## config.mk

```make
export PLATFORM = sky130hd
export DESIGN_NAME = spi_subsystem
export DESIGN_NICKNAME = d
export VERILOG_FILES = /design/src/hdl/spi_pkg.sv /design/src/hdl/host_pkg.sv /design/src/hdl/spi_master.sv /design/src/hdl/spi_arbiter.sv /design/src/hdl/reg_access.sv /design/src/hdl/adc_sampler.sv /design/src/hdl/spi_subsystem.sv
export SDC_FILE = /design/constraint.sdc
export NUM_CORES = 1
export LEC_CHECK = 0
export ABC_CLOCK_PERIOD_IN_PS = 3500
export BUFFER_PORTS_ARGS = -buffer_cell sky130_fd_sc_hd__clkbuf_2
export CAP_MARGIN = 5
export CORE_ASPECT_RATIO = 0.75
export CORE_MARGIN = 2
export CORE_UTILIZATION = 45
export DETAILED_ROUTE_END_ITERATION = 8
export PLACE_DENSITY = 0.73
export SLEW_MARGIN = 10
export SYNTH_ARGS = -nofsm -noshare
export SYNTH_HDL_FRONTEND = slang
export SYNTH_SLANG_ARGS = --single-unit
export TNS_END_PERCENT = 50
```

## constraint.sdc

```tcl
create_clock -name inner_clk -period 3.5 [get_ports inner_clk]
set_input_delay 0.175 -clock inner_clk [delete_from_list [all_inputs] [get_ports inner_clk]]
set_output_delay 0.175 -clock inner_clk [all_outputs]
set_load 0.02 [all_outputs]
```

## src/hdl/spi_pkg.sv

```systemverilog
package spi_pkg;

    // Chip selects on the bus
    localparam int NUM_CS = 2;

    // Raw frame as it is shifted on the pins
    typedef logic [15:0] spi_word_t;

    // Register peripheral view of a frame
    typedef struct packed {
        logic       rw;    // 1 = read
        logic [6:0] addr;
        logic [7:0] data;  // Write data out, register contents back
    } reg_cmd_t;

    // ADC view of a frame
    typedef struct packed {
        logic [3:0]  chan;   // Requested channel out, converted channel back
        logic [11:0] value;
    } adc_word_t;

    // One 16-bit word, decoded per peripheral
    typedef union packed {
        spi_word_t raw;
        reg_cmd_t  reg_cmd;
        adc_word_t adc;
    } spi_word_u;

    // Chip-select index
    typedef logic cs_sel_t;

    localparam cs_sel_t CS_REG = 1'b0;  // Register peripheral
    localparam cs_sel_t CS_ADC = 1'b1;  // ADC

    // One frame request towards the master
    typedef struct packed {
        spi_word_u tx;
        cs_sel_t   cs_sel;
    } spi_req_t;

endpackage

```

## src/hdl/host_pkg.sv

```systemverilog
package host_pkg;

    // Register access from the external host
    typedef struct packed {
        logic       write;  // 0 = read
        logic [6:0] addr;
        logic [7:0] wdata;
    } host_req_t;

    // Read data back to the host
    typedef struct packed {
        logic [7:0] rdata;
    } host_rsp_t;

    // One ADC conversion on the sample stream
    typedef struct packed {
        logic [3:0]  chan;
        logic [11:0] value;
    } sample_t;

endpackage

```

## src/hdl/spi_master.sv

```systemverilog
`timescale 1ns/10ps

module spi_master #(
    parameter int CLK_DIV = 2
) (
    input  logic                        inner_clk,
    input  logic                        reset,
    input  logic                        req_valid,
    output logic                        req_ready,
    input  spi_pkg::spi_req_t           req,
    output logic                        rsp_valid,
    output spi_pkg::spi_word_u          rsp_word,
    output logic                        sclk,
    output logic                        mosi,
    input  logic                        miso,
    output logic [spi_pkg::NUM_CS-1:0]  cs
);

    localparam int CNT_W = $clog2(CLK_DIV + 1);
    localparam logic [CNT_W-1:0] HALF_LAST = CNT_W'(CLK_DIV - 1);
    localparam logic [CNT_W-1:0] HALF_FULL = CNT_W'(CLK_DIV);

    typedef enum logic [1:0] {
        ST_IDLE,
        ST_SELECT,
        ST_XFER,
        ST_DONE
    } state_t;

    state_t             state;
    logic [CNT_W-1:0]   half_cnt;   // inner_clk cycles within a half period
    logic [3:0]         bit_cnt;    // Falling edges seen so far
    spi_pkg::spi_word_t tx_q;
    spi_pkg::spi_word_t rx_q;
    spi_pkg::cs_sel_t   sel_q;
    logic               cs_act;
    logic               sclk_q;
    logic               mosi_q;
    logic               rsp_q;
    logic               accept;
    logic               rise;
    logic               half_end;

    assign req_ready = (state == ST_IDLE);
    assign accept    = req_valid && req_ready;
    assign half_end  = (half_cnt == HALF_LAST);

    // First rise leaves SELECT, the others come from XFER with sclk low
    assign rise = half_end && ((state == ST_SELECT) || (state == ST_XFER && !sclk_q));

    always_ff @(posedge inner_clk or posedge reset) begin
        if (reset) begin
            state    <= ST_IDLE;
            half_cnt <= '0;
            bit_cnt  <= '0;
            cs_act   <= 1'b0;
            sclk_q   <= 1'b0;
            mosi_q   <= 1'b0;
            rsp_q    <= 1'b0;
        end else begin
            rsp_q <= 1'b0;
            if (rise) begin
                mosi_q <= tx_q[0];  // Next bit, held through the falling edge
            end
            case (state)
                ST_IDLE: begin
                    if (accept) begin
                        half_cnt <= '0;
                        bit_cnt  <= '0;
                        cs_act   <= 1'b1;
                        state    <= ST_SELECT;
                    end
                end
                ST_SELECT: begin
                    if (half_end) begin
                        half_cnt <= '0;
                        sclk_q   <= 1'b1;
                        state    <= ST_XFER;
                    end else begin
                        half_cnt <= half_cnt + 1'b1;
                    end
                end
                ST_XFER: begin
                    if (half_end) begin
                        half_cnt <= '0;
                        sclk_q   <= ~sclk_q;
                        if (sclk_q) begin
                            if (bit_cnt == 4'd15) begin
                                state <= ST_DONE;  // 16th falling edge
                            end else begin
                                bit_cnt <= bit_cnt + 1'b1;
                            end
                        end
                    end else begin
                        half_cnt <= half_cnt + 1'b1;
                    end
                end
                ST_DONE: begin
                    if (half_end) begin
                        cs_act   <= 1'b0;  // Hold time after the last falling edge
                        half_cnt <= half_cnt + 1'b1;
                    end else if (half_cnt == HALF_FULL) begin
                        rsp_q <= 1'b1;
                        state <= ST_IDLE;
                    end else begin
                        half_cnt <= half_cnt + 1'b1;
                    end
                end
                default: state <= ST_IDLE;
            endcase
        end
    end

    // Shift registers, LSB first out and in from the top
    always_ff @(posedge inner_clk) begin
        if (accept) begin
            tx_q  <= req.tx.raw;
            sel_q <= req.cs_sel;
        end else if (rise) begin
            tx_q <= {1'b0, tx_q[15:1]};
            rx_q <= {miso, rx_q[15:1]};
        end
    end

    always_comb begin
        cs = '1;
        if (cs_act) begin
            cs[sel_q] = 1'b0;
        end
    end

    assign sclk      = sclk_q;
    assign mosi      = mosi_q;
    assign rsp_valid = rsp_q;
    assign rsp_word  = spi_pkg::spi_word_u'(rx_q);

endmodule

```

## src/hdl/spi_arbiter.sv

```systemverilog
`timescale 1ns/10ps

module spi_arbiter (
    input  logic               inner_clk,
    input  logic               reset,
    // Client 0, higher priority
    input  logic               c0_valid,
    output logic               c0_ready,
    input  spi_pkg::spi_req_t  c0_req,
    output logic               c0_rsp_valid,
    // Client 1
    input  logic               c1_valid,
    output logic               c1_ready,
    input  spi_pkg::spi_req_t  c1_req,
    output logic               c1_rsp_valid,
    output spi_pkg::spi_word_u rsp_word,
    // Master side
    output logic               m_valid,
    input  logic               m_ready,
    output spi_pkg::spi_req_t  m_req,
    input  logic               m_rsp_valid,
    input  spi_pkg::spi_word_u m_rsp_word
);

    logic busy;   // Frame in flight
    logic owner;  // Client that holds the master
    logic accept;

    // No grant at all while a frame is in flight
    assign m_valid  = !busy && (c0_valid || c1_valid);
    assign m_req    = c0_valid ? c0_req : c1_req;
    assign c0_ready = !busy && m_ready;
    assign c1_ready = !busy && m_ready && !c0_valid;  // Client 0 wins a tie
    assign accept   = m_valid && m_ready;

    always_ff @(posedge inner_clk or posedge reset) begin
        if (reset) begin
            busy  <= 1'b0;
            owner <= 1'b0;
        end else begin
            if (accept) begin
                busy  <= 1'b1;
                owner <= !c0_valid;
            end else if (m_rsp_valid) begin
                busy <= 1'b0;
            end
        end
    end

    // Response goes back to the owner only
    assign c0_rsp_valid = m_rsp_valid && busy && !owner;
    assign c1_rsp_valid = m_rsp_valid && busy && owner;
    assign rsp_word     = m_rsp_word;

endmodule

```

## src/hdl/reg_access.sv

```systemverilog
`timescale 1ns/10ps

module reg_access (
    input  logic                inner_clk,
    input  logic                reset,
    input  logic                host_valid,
    output logic                host_ready,
    input  host_pkg::host_req_t host_req,
    output logic                rd_valid,
    output host_pkg::host_rsp_t rd_rsp,
    output logic                spi_valid,
    input  logic                spi_ready,
    output spi_pkg::spi_req_t   spi_req,
    input  logic                spi_rsp_valid,
    input  spi_pkg::spi_word_u  spi_rsp_word
);

    typedef enum logic [1:0] {
        RA_IDLE,
        RA_REQ,
        RA_WAIT
    } state_t;

    state_t             state;
    spi_pkg::spi_word_u cmd_q;
    logic               read_q;
    logic               second_q;  // Repeat frame of a read
    logic               rd_q;

    assign host_ready = (state == RA_IDLE);
    assign spi_valid  = (state == RA_REQ);
    assign spi_req    = '{tx: cmd_q, cs_sel: spi_pkg::CS_REG};
    assign rd_valid   = rd_q;

    always_ff @(posedge inner_clk or posedge reset) begin
        if (reset) begin
            state    <= RA_IDLE;
            read_q   <= 1'b0;
            second_q <= 1'b0;
            rd_q     <= 1'b0;
        end else begin
            rd_q <= 1'b0;
            case (state)
                RA_IDLE: begin
                    if (host_valid) begin
                        read_q   <= !host_req.write;
                        second_q <= 1'b0;
                        state    <= RA_REQ;
                    end
                end
                RA_REQ: begin
                    if (spi_ready) begin
                        state <= RA_WAIT;
                    end
                end
                RA_WAIT: begin
                    if (spi_rsp_valid) begin
                        if (read_q && !second_q) begin
                            second_q <= 1'b1;  // Same command again to fetch the data
                            state    <= RA_REQ;
                        end else begin
                            rd_q  <= read_q;
                            state <= RA_IDLE;
                        end
                    end
                end
                default: state <= RA_IDLE;
            endcase
        end
    end

    always_ff @(posedge inner_clk) begin
        if (host_valid && host_ready) begin
            cmd_q.reg_cmd.rw   <= !host_req.write;
            cmd_q.reg_cmd.addr <= host_req.addr;
            cmd_q.reg_cmd.data <= host_req.write ? host_req.wdata : 8'h00;
        end
        if (state == RA_WAIT && spi_rsp_valid && second_q) begin
            rd_rsp.rdata <= spi_rsp_word.reg_cmd.data;  // Answer to the first frame
        end
    end

endmodule

```

## src/hdl/adc_sampler.sv

```systemverilog
`timescale 1ns/10ps

module adc_sampler #(
    parameter int SAMPLE_PERIOD = 400,
    parameter int NUM_CHANNELS  = 4
) (
    input  logic               inner_clk,
    input  logic               reset,
    output logic               spi_valid,
    input  logic               spi_ready,
    output spi_pkg::spi_req_t  spi_req,
    input  logic               spi_rsp_valid,
    input  spi_pkg::spi_word_u spi_rsp_word,
    output logic               smp_valid,
    input  logic               smp_ready,
    output host_pkg::sample_t  smp
);

    localparam int PER_W = $clog2(SAMPLE_PERIOD + 1);
    localparam logic [PER_W-1:0] PER_LAST  = PER_W'(SAMPLE_PERIOD - 1);
    localparam logic [3:0]       CHAN_LAST = 4'(NUM_CHANNELS - 1);

    typedef enum logic [1:0] {
        AS_IDLE,
        AS_WAIT,
        AS_OUT
    } state_t;

    state_t             state;
    logic [PER_W-1:0]   per_cnt;
    logic               pend;      // Period elapsed, frame not yet issued
    logic [3:0]         chan_q;    // Channel for the next request
    logic               first_q;   // No conversion behind the first response
    spi_pkg::spi_word_u tx_word;
    logic               accept;

    assign spi_valid = (state == AS_IDLE) && pend;
    assign accept    = spi_valid && spi_ready;
    assign smp_valid = (state == AS_OUT);

    always_comb begin
        tx_word.adc.chan  = chan_q;
        tx_word.adc.value = '0;
    end

    assign spi_req = '{tx: tx_word, cs_sel: spi_pkg::CS_ADC};

    always_ff @(posedge inner_clk or posedge reset) begin
        if (reset) begin
            state   <= AS_IDLE;
            per_cnt <= '0;
            pend    <= 1'b0;
            chan_q  <= '0;
            first_q <= 1'b1;
        end else begin
            per_cnt <= (per_cnt == PER_LAST) ? '0 : per_cnt + 1'b1;
            if (per_cnt == PER_LAST) begin
                pend <= 1'b1;  // Ticks during a stall merge into one
            end else if (accept) begin
                pend <= 1'b0;
            end
            case (state)
                AS_IDLE: begin
                    if (accept) begin
                        chan_q <= (chan_q == CHAN_LAST) ? 4'd0 : chan_q + 1'b1;
                        state  <= AS_WAIT;
                    end
                end
                AS_WAIT: begin
                    if (spi_rsp_valid) begin
                        first_q <= 1'b0;
                        state   <= first_q ? AS_IDLE : AS_OUT;
                    end
                end
                AS_OUT: begin
                    if (smp_ready) begin
                        state <= AS_IDLE;
                    end
                end
                default: state <= AS_IDLE;
            endcase
        end
    end

    // Response names the channel it converted
    always_ff @(posedge inner_clk) begin
        if (state == AS_WAIT && spi_rsp_valid) begin
            smp.chan  <= spi_rsp_word.adc.chan;
            smp.value <= spi_rsp_word.adc.value;
        end
    end

endmodule

```

## src/hdl/spi_subsystem.sv

```systemverilog
`timescale 1ns/10ps

module spi_subsystem #(
    parameter int CLK_DIV       = 2,
    parameter int SAMPLE_PERIOD = 400,
    parameter int NUM_CHANNELS  = 4
) (
    input  logic                       inner_clk,
    input  logic                       reset,
    input  logic                       host_valid,
    output logic                       host_ready,
    input  host_pkg::host_req_t        host_req,
    output logic                       rd_valid,
    output host_pkg::host_rsp_t        rd_rsp,
    output logic                       smp_valid,
    input  logic                       smp_ready,
    output host_pkg::sample_t          smp,
    output logic                       sclk,
    output logic                       mosi,
    input  logic                       miso,
    output logic [spi_pkg::NUM_CS-1:0] cs
);

    logic               c0_valid, c0_ready, c0_rsp_valid;
    logic               c1_valid, c1_ready, c1_rsp_valid;
    spi_pkg::spi_req_t  c0_req, c1_req;
    spi_pkg::spi_word_u rsp_word;
    logic               m_valid, m_ready, m_rsp_valid;
    spi_pkg::spi_req_t  m_req;
    spi_pkg::spi_word_u m_rsp_word;

    reg_access i_reg_access (
        .inner_clk(inner_clk), .reset(reset),
        .host_valid(host_valid), .host_ready(host_ready), .host_req(host_req),
        .rd_valid(rd_valid), .rd_rsp(rd_rsp),
        .spi_valid(c0_valid), .spi_ready(c0_ready), .spi_req(c0_req),
        .spi_rsp_valid(c0_rsp_valid), .spi_rsp_word(rsp_word)
    );

    adc_sampler #(.SAMPLE_PERIOD(SAMPLE_PERIOD), .NUM_CHANNELS(NUM_CHANNELS)) i_adc_sampler (
        .inner_clk(inner_clk), .reset(reset),
        .spi_valid(c1_valid), .spi_ready(c1_ready), .spi_req(c1_req),
        .spi_rsp_valid(c1_rsp_valid), .spi_rsp_word(rsp_word),
        .smp_valid(smp_valid), .smp_ready(smp_ready), .smp(smp)
    );

    spi_arbiter i_arbiter (
        .inner_clk(inner_clk), .reset(reset),
        .c0_valid(c0_valid), .c0_ready(c0_ready), .c0_req(c0_req), .c0_rsp_valid(c0_rsp_valid),
        .c1_valid(c1_valid), .c1_ready(c1_ready), .c1_req(c1_req), .c1_rsp_valid(c1_rsp_valid),
        .rsp_word(rsp_word),
        .m_valid(m_valid), .m_ready(m_ready), .m_req(m_req),
        .m_rsp_valid(m_rsp_valid), .m_rsp_word(m_rsp_word)
    );

    spi_master #(.CLK_DIV(CLK_DIV)) i_master (
        .inner_clk(inner_clk), .reset(reset),
        .req_valid(m_valid), .req_ready(m_ready), .req(m_req),
        .rsp_valid(m_rsp_valid), .rsp_word(m_rsp_word),
        .sclk(sclk), .mosi(mosi), .miso(miso), .cs(cs)
    );

endmodule

```

[Word-level counts from Yosys, hierarchy flattened]
Index checks and enable logic that the tools add are counted.
Word-level totals
  flip-flop bits (word level): 109
Cells by class
  add/sub/neg operators: 4
  magnitude comparators: 2
  eq/ne operators: 29
  muxes and demuxes: 56
  bitwise operators: 3
  reductions and logical operators: 48
Operators with widths (count)
  $mux W2: 19
  $mux W16: 2
  $mux W4: 5
  $ne A2 B1 Y1 const B: 10
  $mux W1: 19
  $pmux W2 S3: 3
  $logic_and A1 B1 Y1: 17
  $mux W17: 1
  $reduce_bool A2 Y1: 7
  $ne A2 B2 Y1 const B: 6
  $reduce_and A3 Y1: 4
  $eq A2 B2 Y1 const B: 5
  $reduce_and A2 Y1: 5
  $add A9 B1 Y9 const B: 1
  $eq A9 B9 Y1 const B: 1
  $mux W9: 1
  $add A4 B1 Y4 const B: 2
  $eq A2 B1 Y1 const B: 4
  $pmux W2 S4: 1
  $pmux W4 S2: 1
  $reduce_and A7 Y1: 1
  $logic_not A1 Y1: 6
  $logic_not A2 Y1: 3
  $pmux W1 S2: 3
  13 further kinds: 15

[Logic depth before layout (Yosys ltp)]
Gate-level depths: netlist of the first run.
  depth after elaboration: 7
  depth in mapped cells: 7
  mapped depth without buffers: 6

[Modules after synthesis]
Synthesis of the first run repeated with hierarchy kept, for this count alone.
Unflattened totals
  cells, all modules: 347
  area, all modules: 4913.5 um^2
Modules (own cells, without submodules)
  spi_master: times used 1, cells an instance 139, area an instance 1986.9 um^2, seq. area each 1291.2 um^2
  adc_sampler: times used 1, cells an instance 102, area an instance 1371.3 um^2, seq. area each 907.1 um^2
  reg_access: times used 1, cells an instance 56, area an instance 1037.2 um^2, seq. area each 845.8 um^2
  spi_arbiter: times used 1, cells an instance 50, area an instance 518.0 um^2, seq. area each 50.0 um^2

[Least setup slack after synthesis of the first run]
No wires, ideal clock.
  path type: register to register
  from: register i_master.state[0]
  to: register i_master.rx_q[0] (netlist: i_master.rsp_word[0]), enable pin
  library setup time: 0.388 ns
  data arrival time: 2.059 ns
  path slack: 1.053 ns
  stages on the path, launching flop included: 8
  cells stage by stage: dfrtp_1 inv_1 ha_1 nor2b_1 o21ai_1 buf_2 inv_1 nor2_1
On the way
  elaborated cells between the ends (all ways): 9
  classes of those cells: eq/ne (2); bitwise (1); reduce/logical (6)
RTL lines
  from (decl): line spi_master.sv:30  | state_t state;
  from (signal assigned): line spi_master.sv:53  | state <= ST_IDLE;
  from (signal assigned): line spi_master.sv:71  | state <= ST_SELECT;
  from (signal assigned): line spi_master.sv:78  | state <= ST_XFER;
  $logic_not A2 Y1: line spi_master.sv:44  | assign req_ready = (state == ST_IDLE);
  $logic_and A1 B1 Y1
  via i_arbiter.accept: line spi_arbiter.sv:27  | logic accept;
  $not A1 Y1 (no source line)
  $reduce_and A2 Y1 (no source line)
  to (signal assigned): line spi_master.sv:121  | rx_q <= {miso, rx_q[15:1]};
  to (decl): line spi_master.sv:34  | spi_pkg::spi_word_t rx_q;
The timed path passes the listed nets, and every way through them passes these cells.
A chain may end at the register's enable or synchronous reset.

[Worst setup path in the final report of the first run]
  from: register i_master.state[0]
  to: register i_master.tx_q[5], enable pin
On the way
  word-level cells in the longest chain between the ends: 5
  elaborated cells between the ends (all ways): 8
  classes of those cells: eq/ne (2); reduce/logical (6)
Ends and longest elaborated chain
  $eq A2 B2 Y1: line spi_master.sv:49  | assign rise = half_end && ((state == ST_SELECT) || (state == ST_XFER && !sclk_q));
  $logic_and A1 B1 Y1: line spi_master.sv:49
  $logic_or A1 B1 Y1: line spi_master.sv:49
  $logic_and A1 B1 Y1: line spi_master.sv:49
  $reduce_bool A2 Y1 (no source line) *
  to (signal assigned): line spi_master.sv:117  | tx_q <= req.tx.raw;
  to (signal assigned): line spi_master.sv:120  | tx_q <= {1'b0, tx_q[15:1]};
  to (decl): line spi_master.sv:33  | spi_pkg::spi_word_t tx_q;
Every way passes the cells marked *; elsewhere a longest branch is shown, timed or not.

==> results of run 1 <==
cells by family (layout without fill, tap and decap cells):
logic type,after synthesis,after routing
flops,109,109
simple gates,94,94
compound gates,53,53
buf+inv,20,94
fa+ha+maj,11,11
mux,9,9
xor+xnor,6,6
flip-flops by register name (all words and copies together) (netlist names), 2 cells and up:
signal                 cells
i_adc_sampler.smp         16
i_adc_sampler.per_cnt      9
i_master.tx_q             16
i_adc_sampler.chan_q       4
i_master.bit_cnt           4
i_reg_access.cmd_q        16
i_reg_access.rd_rsp        8
i_adc_sampler.state        2
i_master.rsp_word         16
i_master.state             2
i_master.half_cnt          2
i_reg_access.state         2
final cells by class:
class / count / share of cell area [%]
Clock buffer: 9 / 4.39
Timing Repair Buffer: 65 / 7.52
Tap cell: 128 / 3.13
Sequential cell: 109 / 60.4
Inverter: 13 / 0.952
Multi-Input combinational cell: 173 / 22.3
Clock inverter: 7 / 1.32
through the flow:
step	utilization [%]	instances
floorplan	-	302
global placement	51.5	478
detailed placement	51.5	478
CTS	55.7	504
global route	55.7	504
finish	55.7	504
synth_stat cells, drive strengths merged, types with 3 or more instances:
| master | n | area share, % |
|---|---|---|
| mux2i | 4 | 0.93 |
| nor3 | 5 | 0.58 |
| xor2 | 4 | 0.81 |
| nor3b | 3 | 0.52 |
| ha | 11 | 3.2 |
| nand2b | 7 | 1.0 |
| o21ai | 16 | 1.9 |
| nor2b | 7 | 1.0 |
| nand2 | 23 | 2.0 |
| and2 | 12 | 1.7 |
| nor2 | 18 | 1.6 |
| nand3 | 9 | 1.0 |
| mux2 | 5 | 1.3 |
| dfrtp | 35 | 20 |
| clkbuf | 5 | 0.43 |
| a21oi | 8 | 0.93 |
| edfxtp | 73 | 51 |
| a21o | 4 | 0.70 |
| and3 | 4 | 0.58 |
| nand4 | 4 | 0.58 |
| a22o | 13 | 2.6 |
| a31oi | 5 | 1.1 |
| inv | 13 | 1.1 |
power by group through the flow:
stage	Clock (mW)	Sequential (mW)	Combinational (mW)
floorplan	0	1.39	0.00939
global placement	0	1.39	0.0242
detailed placement	0	1.39	0.0248
CTS	1.01	1.36	0.0332
global route	1.06	1.36	0.0367
finish	0.985	1.36	0.0321
layer usage:
metal | vias up | share of wire [%] | GRT usage (%) | wire length, um
met2 | 70 | 46 | 23.4 | 3230
li1 | 1240 | - | - | -
met1 | 1197 | 47 | 19.7 | 3310
met5 | - | 0 | 0 | 0
met3 | 8 | 6.4 | 5.55 | 451
met4 | 0 | 1.2 | 4.92 | 88
final timing paths:
path | from | to | slack [ns] | cells past startpoint
setup / recovery | i_master.state[0] | i_master.tx_q[5] | 1.09 | 6
hold / removal | host_req[0] | i_reg_access.cmd_q[0] | 0.11 | 2
setup reg to reg | i_master.state[0] | i_master.tx_q[5] | 1.09 | 6
hold reg to reg | i_master.rsp_word[8] | i_adc_sampler.smp[8] | 0.44 | 0
max in group asynchronous | reset | i_adc_sampler.first_q | 2.70 | 4
min in group asynchronous | reset | i_arbiter.busy | 0.46 | 4
critical path, stage by stage, from the launching register on:
cell and delay, ns:
dfrtp_1 0.40, inv_1 0.14, ha_1 0.34, nor2b_1 0.31, o21ai_1 0.11, buf_4 0.23
nand2_1 0.52
==> metrics, run 1 <==
Final Cycle Share=68.9%; num rows=30; final worst slack=1.09 ns; fin nets=403; starting density of the core=47.0%; peak supply drop=324 uV; area of the multi-input gates=1140 um^2; syn_nets=334; Pre-antenna DRT Iters=4; H-Tree Depth=3; Clock Pin Slew Worst Setup and Hold Paths=0.08 ns; GP Congestion=0.743; Setup CP Type=flip-flop to flip-flop; vias in the first global route=2371; Pwr per Cell Area=465 nW/um^2; status=completed; Relative slew margins=43.5%; register area=3090 um^2; DRC=0; Ys Warns=0; layout cells sized above 1=21.5%; commonest non-fill, non-tap cells in the layout=edfxtp_1 (73), clkbuf_2 (51), dfrtp_1 (35), nand2_1 (23), nor2_1 (18); Tmin final=2.41 ns; Pint=1.89 mW; worst hold slack=0.107 ns; Final Hold Viols=0; antenna cells=0; WP data arrival=2.40 ns; Design Power=2.38 mW; Final Instance Area=5120 um^2; Overall Global Routing Usage=15.0%; IO Port Bufs=51; clock sink count=109; sequential area share after synthesis=71.7%; # resized after CTS=0; area fraction in compound gates after synthesis=8.75%; worst clock skew=0.00835 ns; detailed placement HPWL=4910 um; Synth Area in Adders=3.19%; Detailed Route WL=7090 um; placed cell area=4730 um^2; Avg Synthesized Cell Area=14.3 um^2; first-pass GRT wire length=11400 um; Die Span X=117 um; post-synthesis xor/xnor area fraction=1.22%; Async SR Flop Fraction=33.0%; number of synthesized flops with an enable pin=73; combinational share of power=1.3%; Chip Height=88.8 um; Max Buffers Root-to-Sink=2; CTS Buf Count=9; Top FF cell, synth=edfxtp_1; # IOs=52; library cells used by synthesis=40; Via density=4.99; Sw Ratio=20.7%; Iteration-0 DRC Markers=103; Antenna Nets Post-Route=0; post-synthesis cell area=4320 um^2; CTS tree=yes; largest family of logic cells by synthesized area=simple AND/OR/NAND/NOR gates; final setup violation count=0; # Max-Cap Violations=0; crit start category=flip-flop; Switch Pwr=493 uW; commonest non-fill, non-tap cell in the layout=edfxtp_1; drt wl/cell=14.1 um; Setup WS pre-CTS=1.12 ns; Critical Path RT=3.48 ns; worst-path fanout max=23; GRT Residual Overflow=0; Post-CTS Hold Fix Bufs=10; Final TNS setup=0 ns; clk_lat worst skew=0.35 ns; Synth Area in Simple Gates=11.1%; worst slew pin tran=0.848 ns; Clock power frac=41.4%; initial antenna violation count=0; Reg power frac=57.3%; P_leak=2.09 nW; maximum clock frequency=415 MHz; Post-CTS Setup Inserts=0; Synth Register Bits=109; Die ar.=10400 um^2; worst min-delay path class=input port to flip-flop; mux contribution to synthesized area=2.23%; Syn Inst Count=302; Slew Viols, Final=0; Root Buffer=clkbuf_16; via count=2515; Core Region=9200 um^2; largest net degree at the start of global routing=37; RSZ-0062 raised after global routing=no; Worst Setup End Kind=flip-flop; Fill cells=761; Area Growth Syn to Fin=18.7%
(Power assumes the default switching activity.)
==> run 2: changes to the inputs <==
--- a/config.mk
+++ b/config.mk
@@ -5,7 +5,8 @@
 export SDC_FILE = /design/constraint.sdc
 export NUM_CORES = 1
 export LEC_CHECK = 0
-export ABC_CLOCK_PERIOD_IN_PS = 3500
+export ABC_AREA = 1
+export ABC_CLOCK_PERIOD_IN_PS = 2250
 export BUFFER_PORTS_ARGS = -buffer_cell sky130_fd_sc_hd__clkbuf_2
 export CAP_MARGIN = 5
 export CORE_ASPECT_RATIO = 0.75
==> constraint.sdc (replaced) <==
create_clock -name inner_clk -period 2.25 [get_ports inner_clk]
set_input_delay 0.1125 -clock inner_clk [delete_from_list [all_inputs] [get_ports inner_clk]]
set_output_delay 0.1125 -clock inner_clk [all_outputs]
set_load 0.02 [all_outputs]
==> run 2 against run 1 <==
  * Die area grew 3.9%
  * Routed wire length up 2.1%
  * Flip-flop and latch count is the same
  * Highest routed layer unchanged
  * Largest power group unchanged
  * Clock skew fell by 0.0016 ns
  * Global-route usage shrank 0.10 points
==> metrics, run 2 <==
Detailed Route WL=7240 um (was 7090 um); commonest non-fill, non-tap cells in the layout=nand2_1 (107), edfxtp_1 (73), clkbuf_2 (51), inv_1 (42), dfrtp_1 (35) (was edfxtp_1 (73), clkbuf_2 (51), dfrtp_1 (35), nand2_1 (23), nor2_1 (18)); top-count cell post-synth=nand2_1 (was edfxtp_1); Synth Register Bits=109 (unchanged); num rows=31 (was 30); RSZ-0062 raised after global routing=no (unchanged); Commonest cells post-synth=nand2_1 (107), edfxtp_1 (73), inv_1 (42) (was edfxtp_1 (73), dfrtp_1 (35), nand2_1 (23)); DRC=0 (unchanged); Top FF cell, synth=edfxtp_1 (unchanged); worst-path fanout max=19 (was 23); main area contributors after synthesis=edfxtp_1 (49%), dfrtp_1 (19%), nand2_1 (8.9%) (was edfxtp_1 (51%), dfrtp_1 (20%), ha_1 (3.2%)); Reg power frac=56.6% (was 57.3%); Tmin final=1.89 ns (was 2.41 ns); Antenna Nets Post-Route=0 (unchanged); Pwr per Cell Area=706 nW/um^2 (was 465 nW/um^2); antenna cells=0 (unchanged); crit path cell chain=inv_1 -> ha_1 -> inv_1 -> nor2_8 -> nand2_4 -> inv_2 -> nor2_1 -> buf_4 (was inv_1 -> ha_1 -> nor2b_1 -> o21ai_1 -> buf_4 -> nand2_1); clk_lat worst skew=0.35 ns (about the same); post-synthesis cell area=4490 um^2 (was 4320 um^2); maximum clock frequency=529 MHz (was 415 MHz); drt wl/cell=12.1 um (was 14.1 um); Critical Path RT=2.29 ns (was 3.48 ns); Async SR Flop Fraction=33.0% (unchanged); Final Hold Viols=0 (unchanged); Switch Pwr=798 uW (was 493 uW); combinational share of power=1.4% (was 1.3%); area share of the largest cell type after synthesis=48.8% (was 50.8%); GRT Residual Overflow=0 (unchanged); vias in the first global route=2715 (was 2371); Root Buffer=clkbuf_16 (unchanged); Avg Synthesized Cell Area=11.6 um^2 (was 14.3 um^2); CP max-delay cell=dfrtp_1 (was nand2_1); Ys Warns=0 (unchanged); Via density=4.68 (was 4.99); # resized after CTS=0 (unchanged); most frequent cell on the critical path=inv_1; peak supply drop=441 uV (was 324 uV); status=completed (unchanged); Worst Setup End Kind=flip-flop (unchanged); Area Growth Syn to Fin=18.2% (was 18.7%); Clock power frac=42.0% (was 41.4%); Relative slew margins=56.6% (was 43.5%); Max Buffers Root-to-Sink=2 (unchanged); WP data arrival=1.93 ns (was 2.40 ns); Top delay family on crit path=buffers and inverters (was simple AND/OR/NAND/NOR gates); Final TNS setup=0 ns (unchanged); CTS tree=yes (unchanged); Pre-antenna DRT Iters=4 (unchanged); Chip Height=90.5 um (was 88.8 um); Die Span X=119 um (was 117 um); worst stage delay on the critical path=0.40 ns (was 0.52 ns); crit start category=flip-flop (unchanged); worst clock skew=0.00680 ns (was 0.00835 ns); fin nets=492 (was 403); number of synthesized flops with an enable pin=73 (unchanged); detailed placement HPWL=5060 um (was 4910 um); # Max-Cap Violations=0 (unchanged); starting density of the core=46.3% (was 47.0%); Slew Viols, Final=0 (unchanged); commonest non-fill, non-tap cell in the layout=nand2_1 (was edfxtp_1); syn_nets=420 (was 334); worst slew pin tran=0.650 ns (was 0.848 ns); H-Tree Depth=3 (unchanged); P_leak=2.44 nW (was 2.09 nW); Die ar.=10800 um^2 (was 10400 um^2); layout cells sized above 1=20.9% (was 21.5%); Pint=2.95 mW (was 1.89 mW); Buffers & Inverters on Critical Path=4 (was 2); post-synth top area cell=edfxtp_1 (unchanged); GP Congestion=0.845 (was 0.743); CTS Buf Count=9 (unchanged); Core Region=9700 um^2 (was 9200 um^2); Final Cycle Share=84.0% (was 68.9%); Overall Global Routing Usage=14.9% (was 15.0%); Fill cells=822 (was 761); library cells used by synthesis=37 (was 40); # IOs=52 (unchanged); Setup CP Type=flip-flop to flip-flop (unchanged); Post-CTS Setup Inserts=0 (unchanged); Syn Inst Count=388 (was 302); clock sink count=109 (unchanged); Sw Ratio=21.3% (was 20.7%); Clock Pin Slew Worst Setup and Hold Paths=0.08 ns (about the same); Design Power=3.75 mW (was 2.38 mW); final setup violation count=0 (unchanged); sequential area share after synthesis=68.9% (was 71.7%); Post-CTS Hold Fix Bufs=10 (unchanged); IO Port Bufs=51 (unchanged); Iteration-0 DRC Markers=222 (was 103); Layout Utilization=54.8% (was 55.7%); worst min-delay path class=input port to flip-flop (unchanged); via count=2793 (was 2515); initial antenna violation count=0 (unchanged); first-pass GRT wire length=12700 um (was 11400 um); largest net degree at the start of global routing=37 (unchanged)
## run 2: area by class of cell
type | count | area [um^2] | area share, %
flip-flops and latches | 109 | 3090 | 58.2
multi-input cells | 224 | 1160 | 21.9
repair buffers | 67 | 400 | 7.54
clock buffers | 9 | 225 | 4.24
inverters | 49 | 184 | 3.46
well taps | 132 | 165 | 3.11
clock inverters | 7 | 81.3 | 1.53
## run 2: cells by family after synthesis
kind of cell    after synthesis  share of synthesized area [%]
compound gates               27                           3.37
xor+xnor                      4                          0.780
fa+ha+maj                    11                           3.06
buf+inv                      55                           5.26
flops                       109                           68.9
simple gates                182                           18.7
## run 2: layer usage
metal  vias to the layer above  track usage, %  routed length [um]
met2                        60            22.7                3250
met4                         0            3.82                 100
met1                      1291            20.9                3530
li1                       1433               -                   -
met5                         -               0                   0
met3                         9            4.80                 358
## run 2: through the flow
stage / instances / area (um^2) / setup slack [ns] / hold slack, ns
final: 597 / 5310 / 0.359 / 0.0182
after global routing: 597 / 5310 / 0.164 / 0.0164
after CTS: 597 / 5310 / 0.354 / 0.0103
after detailed placement: 571 / 4910 / 0.356 / 0.256
after global placement: 571 / 4910 / 0.412 / 0.226
after floorplan: 388 / 4490 / 0.0857 / 0.199
## run 2: worst paths after layout
path,from,endpoint,slack (ns),depth (start not counted)
setup / recovery,i_master.state[0],i_master.rsp_word[0],0.36,8
hold / removal,host_req[1],i_reg_access.cmd_q[1],0.02,3
setup reg to reg,i_master.state[0],i_master.rsp_word[0],0.36,8
hold reg to reg,i_master.rsp_word[0],i_adc_sampler.smp[0],0.45,0
max in group asynchronous,reset,i_adc_sampler.first_q,1.49,4
min in group asynchronous,reset,i_master.cs_act,0.41,4
## run 2: power by group through the flow
stage	clock, mW	sequential, mW	combinational (mW)
after floorplan	0	2.17	0.0170
after global placement	0	2.17	0.0398
after detailed placement	0	2.17	0.0409
after CTS	1.61	2.12	0.0546
after global routing	1.68	2.12	0.0623
final	1.57	2.12	0.0530
## run 2: worst reg2reg max path, cell delays in order (launching register included)
cell	delay, ns
dfrtp_1	0.40
inv_1	0.10
ha_1	0.26
inv_1	0.16
nor2_8	0.05
nand2_4	0.18
inv_2	0.10
nor2_1	0.10
buf_4	0.24
